[config.mk]
export PLATFORM = sky130hd
export DESIGN_NAME = mem_arbiter
export DESIGN_NICKNAME = d
export VERILOG_FILES = /design/src/rtl/cache_pkg.sv /design/src/rtl/mem_arbiter.sv
export SDC_FILE = /design/constraint.sdc
export NUM_CORES = 1
export LEC_CHECK = 0
export BUFFER_PORTS_ARGS = -buffer_cell sky130_fd_sc_hd__buf_4
export CAP_MARGIN = 40
export CORE_AREA = 2 2 203 205
export DETAILED_ROUTE_END_ITERATION = 8
export DIE_AREA = 0 0 205 207
export GPL_TIMING_DRIVEN = 0
export MAX_ROUTING_LAYER = met4
export SYNTH_ARGS = -nofsm -noshare
export SYNTH_HDL_FRONTEND = slang
export SYNTH_SLANG_ARGS = --single-unit
[constraint.sdc]
create_clock -name clk -period 4.7 [get_ports clk]
set_clock_uncertainty 0.05 [all_clocks]
set_input_delay 0.94 -clock clk [delete_from_list [all_inputs] [get_ports clk]]
set_output_delay 0.94 -clock clk [all_outputs]
set_load 0.02 [all_outputs]
[src/rtl/cache_pkg.sv]
package cache_pkg;

	// byte address as seen by both cores
	typedef logic [31:0] addr_t;

	// one memory beat and one core word share this width
	typedef logic [63:0] data_t;
	typedef logic [7:0]  strb_t;

	// tag sits above the set number, the set number above the beat
	typedef logic [22:0] tag_t;
	typedef logic [3:0]  index_t;
	typedef logic [1:0]  beat_t;

	// one bit per way
	typedef logic [3:0]  way_t;

	localparam int LINE_BEATS = 4;
	localparam int NUM_WAYS   = 4;
	localparam int NUM_SETS   = 16;

	// held stable by the core while valid is high
	typedef struct packed {
		addr_t addr;
		logic  we;
		data_t wdata;
		strb_t wstrb;
	} cpu_req_t;

	// req is a level kept up until rlast or wdone
	typedef struct packed {
		logic  req;
		logic  we;
		addr_t addr;
		data_t wdata;
		strb_t wstrb;
	} mem_req_t;

	typedef struct packed {
		logic  rvalid;
		logic  rlast;
		data_t rdata;
		logic  wdone;
	} mem_rsp_t;

	// STORE is only reached by the data cache
	typedef enum logic [1:0] {
		LOOKUP,
		REFILL,
		STORE
	} cache_state_t;

endpackage

[src/rtl/mem_arbiter.sv]
`timescale 1ns/1ns

module mem_arbiter (
	input  logic                clk,
	input  logic                rst,
	input  cache_pkg::mem_req_t d_req,
	output cache_pkg::mem_rsp_t d_rsp,
	input  cache_pkg::mem_req_t i_req,
	output cache_pkg::mem_rsp_t i_rsp,
	output cache_pkg::mem_req_t mem_req,
	input  cache_pkg::mem_rsp_t mem_rsp
);
	import cache_pkg::*;

	// owner and last_served use 0 for dcache and 1 for icache
	logic busy;
	logic owner;
	logic last_served;
	logic pick;
	logic sel;

	// on a tie serve the master that waited last time
	always_comb begin
		if (d_req.req && i_req.req) begin
			pick = !last_served;
		end else begin
			pick = i_req.req;
		end
	end

	// free bus grants in the same cycle
	assign sel     = busy ? owner : pick;
	assign mem_req = sel ? i_req : d_req;

	// the master without the bus sees every strobe low
	assign d_rsp = (busy && !owner) ? mem_rsp : '0;
	assign i_rsp = (busy && owner) ? mem_rsp : '0;

	always_ff @(posedge clk) begin
		if (rst) begin
			busy        <= 1'b0;
			owner       <= 1'b0;
			// dcache wins the first tie
			last_served <= 1'b1;
		end else if (busy) begin
			if (mem_rsp.rlast || mem_rsp.wdone) begin
				busy <= 1'b0;
			end
		end else if (d_req.req || i_req.req) begin
			busy        <= 1'b1;
			owner       <= pick;
			last_served <= pick;
		end
	end

endmodule

==> flow_metrics.tcl <==
set metrics [dict create \
    synth_fp_nets 573 \
    critical-path-top-delay-family "buffers and inverters" \
    chipHeight_microns 207 \
    crit_slowest_cell "mux2_1" \
    start_util 0.0585 \
    tns_ns 0 \
    mostFrequentLayoutCells "521 x buf_4, 67 x and3_1, 67 x and2_1, 66 x mux2_2, 39 x mux2_1" \
    grt_max_degree 11 \
    synth_top_cell_area_share 0.315 \
    critPathBufInv 4 \
    fp.coreArea_sq_um 40400 \
    drv_cap 0 \
    p_comb_frac 0.842 \
    synth_cells 292 \
    insertion_delay_ns 0.22 \
    slew-limit-headroom 0.600 \
    synth.cell_area_sq_um 2360 \
    io_pins 521 \
    synth.area.top_cells "mux2_2 31%, mux2_1 19%, and2_1 18%, and3_1 18%, clkbuf_1 2.7%" \
    r2r_slack_ns 3.07 \
    final_cells 1348 \
    p_per_area_nw_per_um2 147 \
    routed_wl_mm 21.0 \
    die_w_microns 205 \
    hold_violations 0 \
    cts_resized 0 \
    ctsHoldBuffers 0 \
    cts_max_path_buffers 2 \
    ys_ff_latch 3 \
    required_ns 3.71 \
    synth.avg_cell_area_sq_um 8.09 \
    crit_type "input port to primary output" \
    die-area_sq_um 42400 \
    diodes 0 \
    post-route-min-period_ns 3.61 \
    ir_drop_v 0.0000991 \
    layout_commonest_cell "buf_4" \
    p_int_uw 575 \
    min_path_type "flop to flop" \
    cp_max_fo 10 \
    via_count 4320 \
    nNetsFinal 1098 \
    worst_slew_pin_slew_ns 0.600 \
    r2r_cells 5 \
    cp.arrival_ns 2.62 \
    row_count 74 \
    post_cts_buffers 0 \
    cts_tree "done" \
    place_congestion 0.875 \
    status "finished clean" \
    power_leakage_uw 0.00380 \
    post_drt_wl_per_cell_microns 15.6 \
    setup_viol 0 \
    cts.sinks 3 \
    path_clk_slew_ns 0.03 \
    dr.first_iter.drc_count 147 \
    numCtsBuffers 3 \
    drcViolationCount 0 \
    grt_pass1_wl_mm 27.9 \
    path_common_cell "buf_4" \
    ys_types 20 \
    drv_slew 0 \
    end_kind "primary output" \
    cts_root_buf "clkbuf_16" \
    p_sw_uw 457 \
    grt_usage 0.0927 \
    place_inst 1344 \
    power_frac_clock 0.131 \
    antenna_found_initial 0 \
    place.port_buffers 520 \
    critPathMaxStageDelay_ns 0.37 \
    finalCritPeriodShare 0.768 \
    swShare 0.443 \
    grt_overflow_total 0 \
    place_hpwl_mm 19.1 \
    grt_pass1_vias 4367 \
    yosys_warnings 0 \
    htree_levels 1 \
    crit_cells 7 \
    syn_to_final_growth_pct 197 \
    whs_path_depth 2 \
    rsz0062_at_grt "false" \
    synth_top_cell_by_area "mux2_2" \
    dr.pass1.iters 4 \
    ys_seq_area_frac 0.0254 \
    fin_util 0.174 \
    cp-start-kind "input port" \
    p_seq_frac 0.028 \
    drtAntennaViolNets 0 \
    layout-drive-gt1-share 0.745 \
    fmax_ghz 0.277 \
    vias_per_cell 3.20 \
    crit_chain "buf_4 -> and2b_1 -> a22oi_4 -> buf_4 -> buf_6 -> mux2_1 -> buf_4" \
]
## worst reg2reg max path: cells and delay by family, from the launching register on
family | cells | cell delay, ns
compound gates | 2 | 0.50
buf+inv | 3 | 0.67
flops | 1 | 0.29
## stage by stage
stage	area [sq um]	setup slack [ns]	hold slack, ns	power [uW]
final	7010	1.09	0.467	1030
after global placement	6930	0.958	0.461	903
after CTS	7010	0.960	0.473	1050
after floorplan	2360	1.67	0.434	421
after global routing	7010	0.947	0.517	1090
after detailed placement	6930	0.965	0.465	907
## registers in the layout, indices dropped and copies added (netlist names)
register / flops
busy: 1
last_served: 1
owner: 1
## synthesized netlist by cell type
cell      instances
or2_2             1
nand2b_1          1
buf_6             4
nand2_1           3
mux2i_1           1
dfxtp_1           3
and3_1           67
o21ai_0           1
buf_4             1
and2_1           67
and2b_1           2
buf_2             9
mux2_2           66
a21oi_1           3
nand3b_1          1
mux2_1           39
nor2_1            2
a22oi_4           1
clkbuf_2          3
clkbuf_1         17
## final cells by class
class / count / area [sq um]
flip-flops and latches: 3 / 60.1
multi-input cells: 255 / 2130
repair buffers: 520 / 3900
well taps: 532 / 666
fillers: 4516 / 33400
plain buffers: 34 / 176
clock buffers: 4 / 78.8
## final timing paths
kind / start / end
worst max-delay path: i_req[105] / mem_req[70]
worst min-delay path: last_served / last_served
worst min register to register: last_served / last_served
worst max register to register: busy / owner
## cells by family (layout without fill, tap and decap cells)
| logic type | count (synthesis) | in the layout | synth area share |
|---|---|---|---|
| AO/OA/AOI/OAI | 5 | 5 | 0.0175 |
| buffers and inverters | 34 | 558 | 0.0747 |
| flip-flops | 3 | 3 | 0.0254 |
| multiplexers | 106 | 106 | 0.505 |
| AND/OR/NAND/NOR | 144 | 144 | 0.378 |
## per-layer routing
| layer | vias to the layer above | GRT usage | share of wire |
|---|---|---|---|
| met1 | 1924 | 0.106 | 0.39 |
| met2 | 309 | 0.170 | 0.51 |
| met4 | 0 | 0.0127 | 0.014 |
| met5 | - | - | 0 |
| li1 | 2076 | - | - |
| met3 | 11 | 0.0160 | 0.084 |
## power by group through the flow
stage / registers [uW] / logic (uW) / clock network [uW]
6_report: 28.6 / 869 / 135
5_1_grt: 28.7 / 920 / 139
4_1_cts: 28.6 / 882 / 137
3_5_place_dp: 28.9 / 878 / 0
3_3_place_gp: 28.9 / 874 / 0
2_1_floorplan: 28.8 / 392 / 0
(Power assumes the default switching activity.)
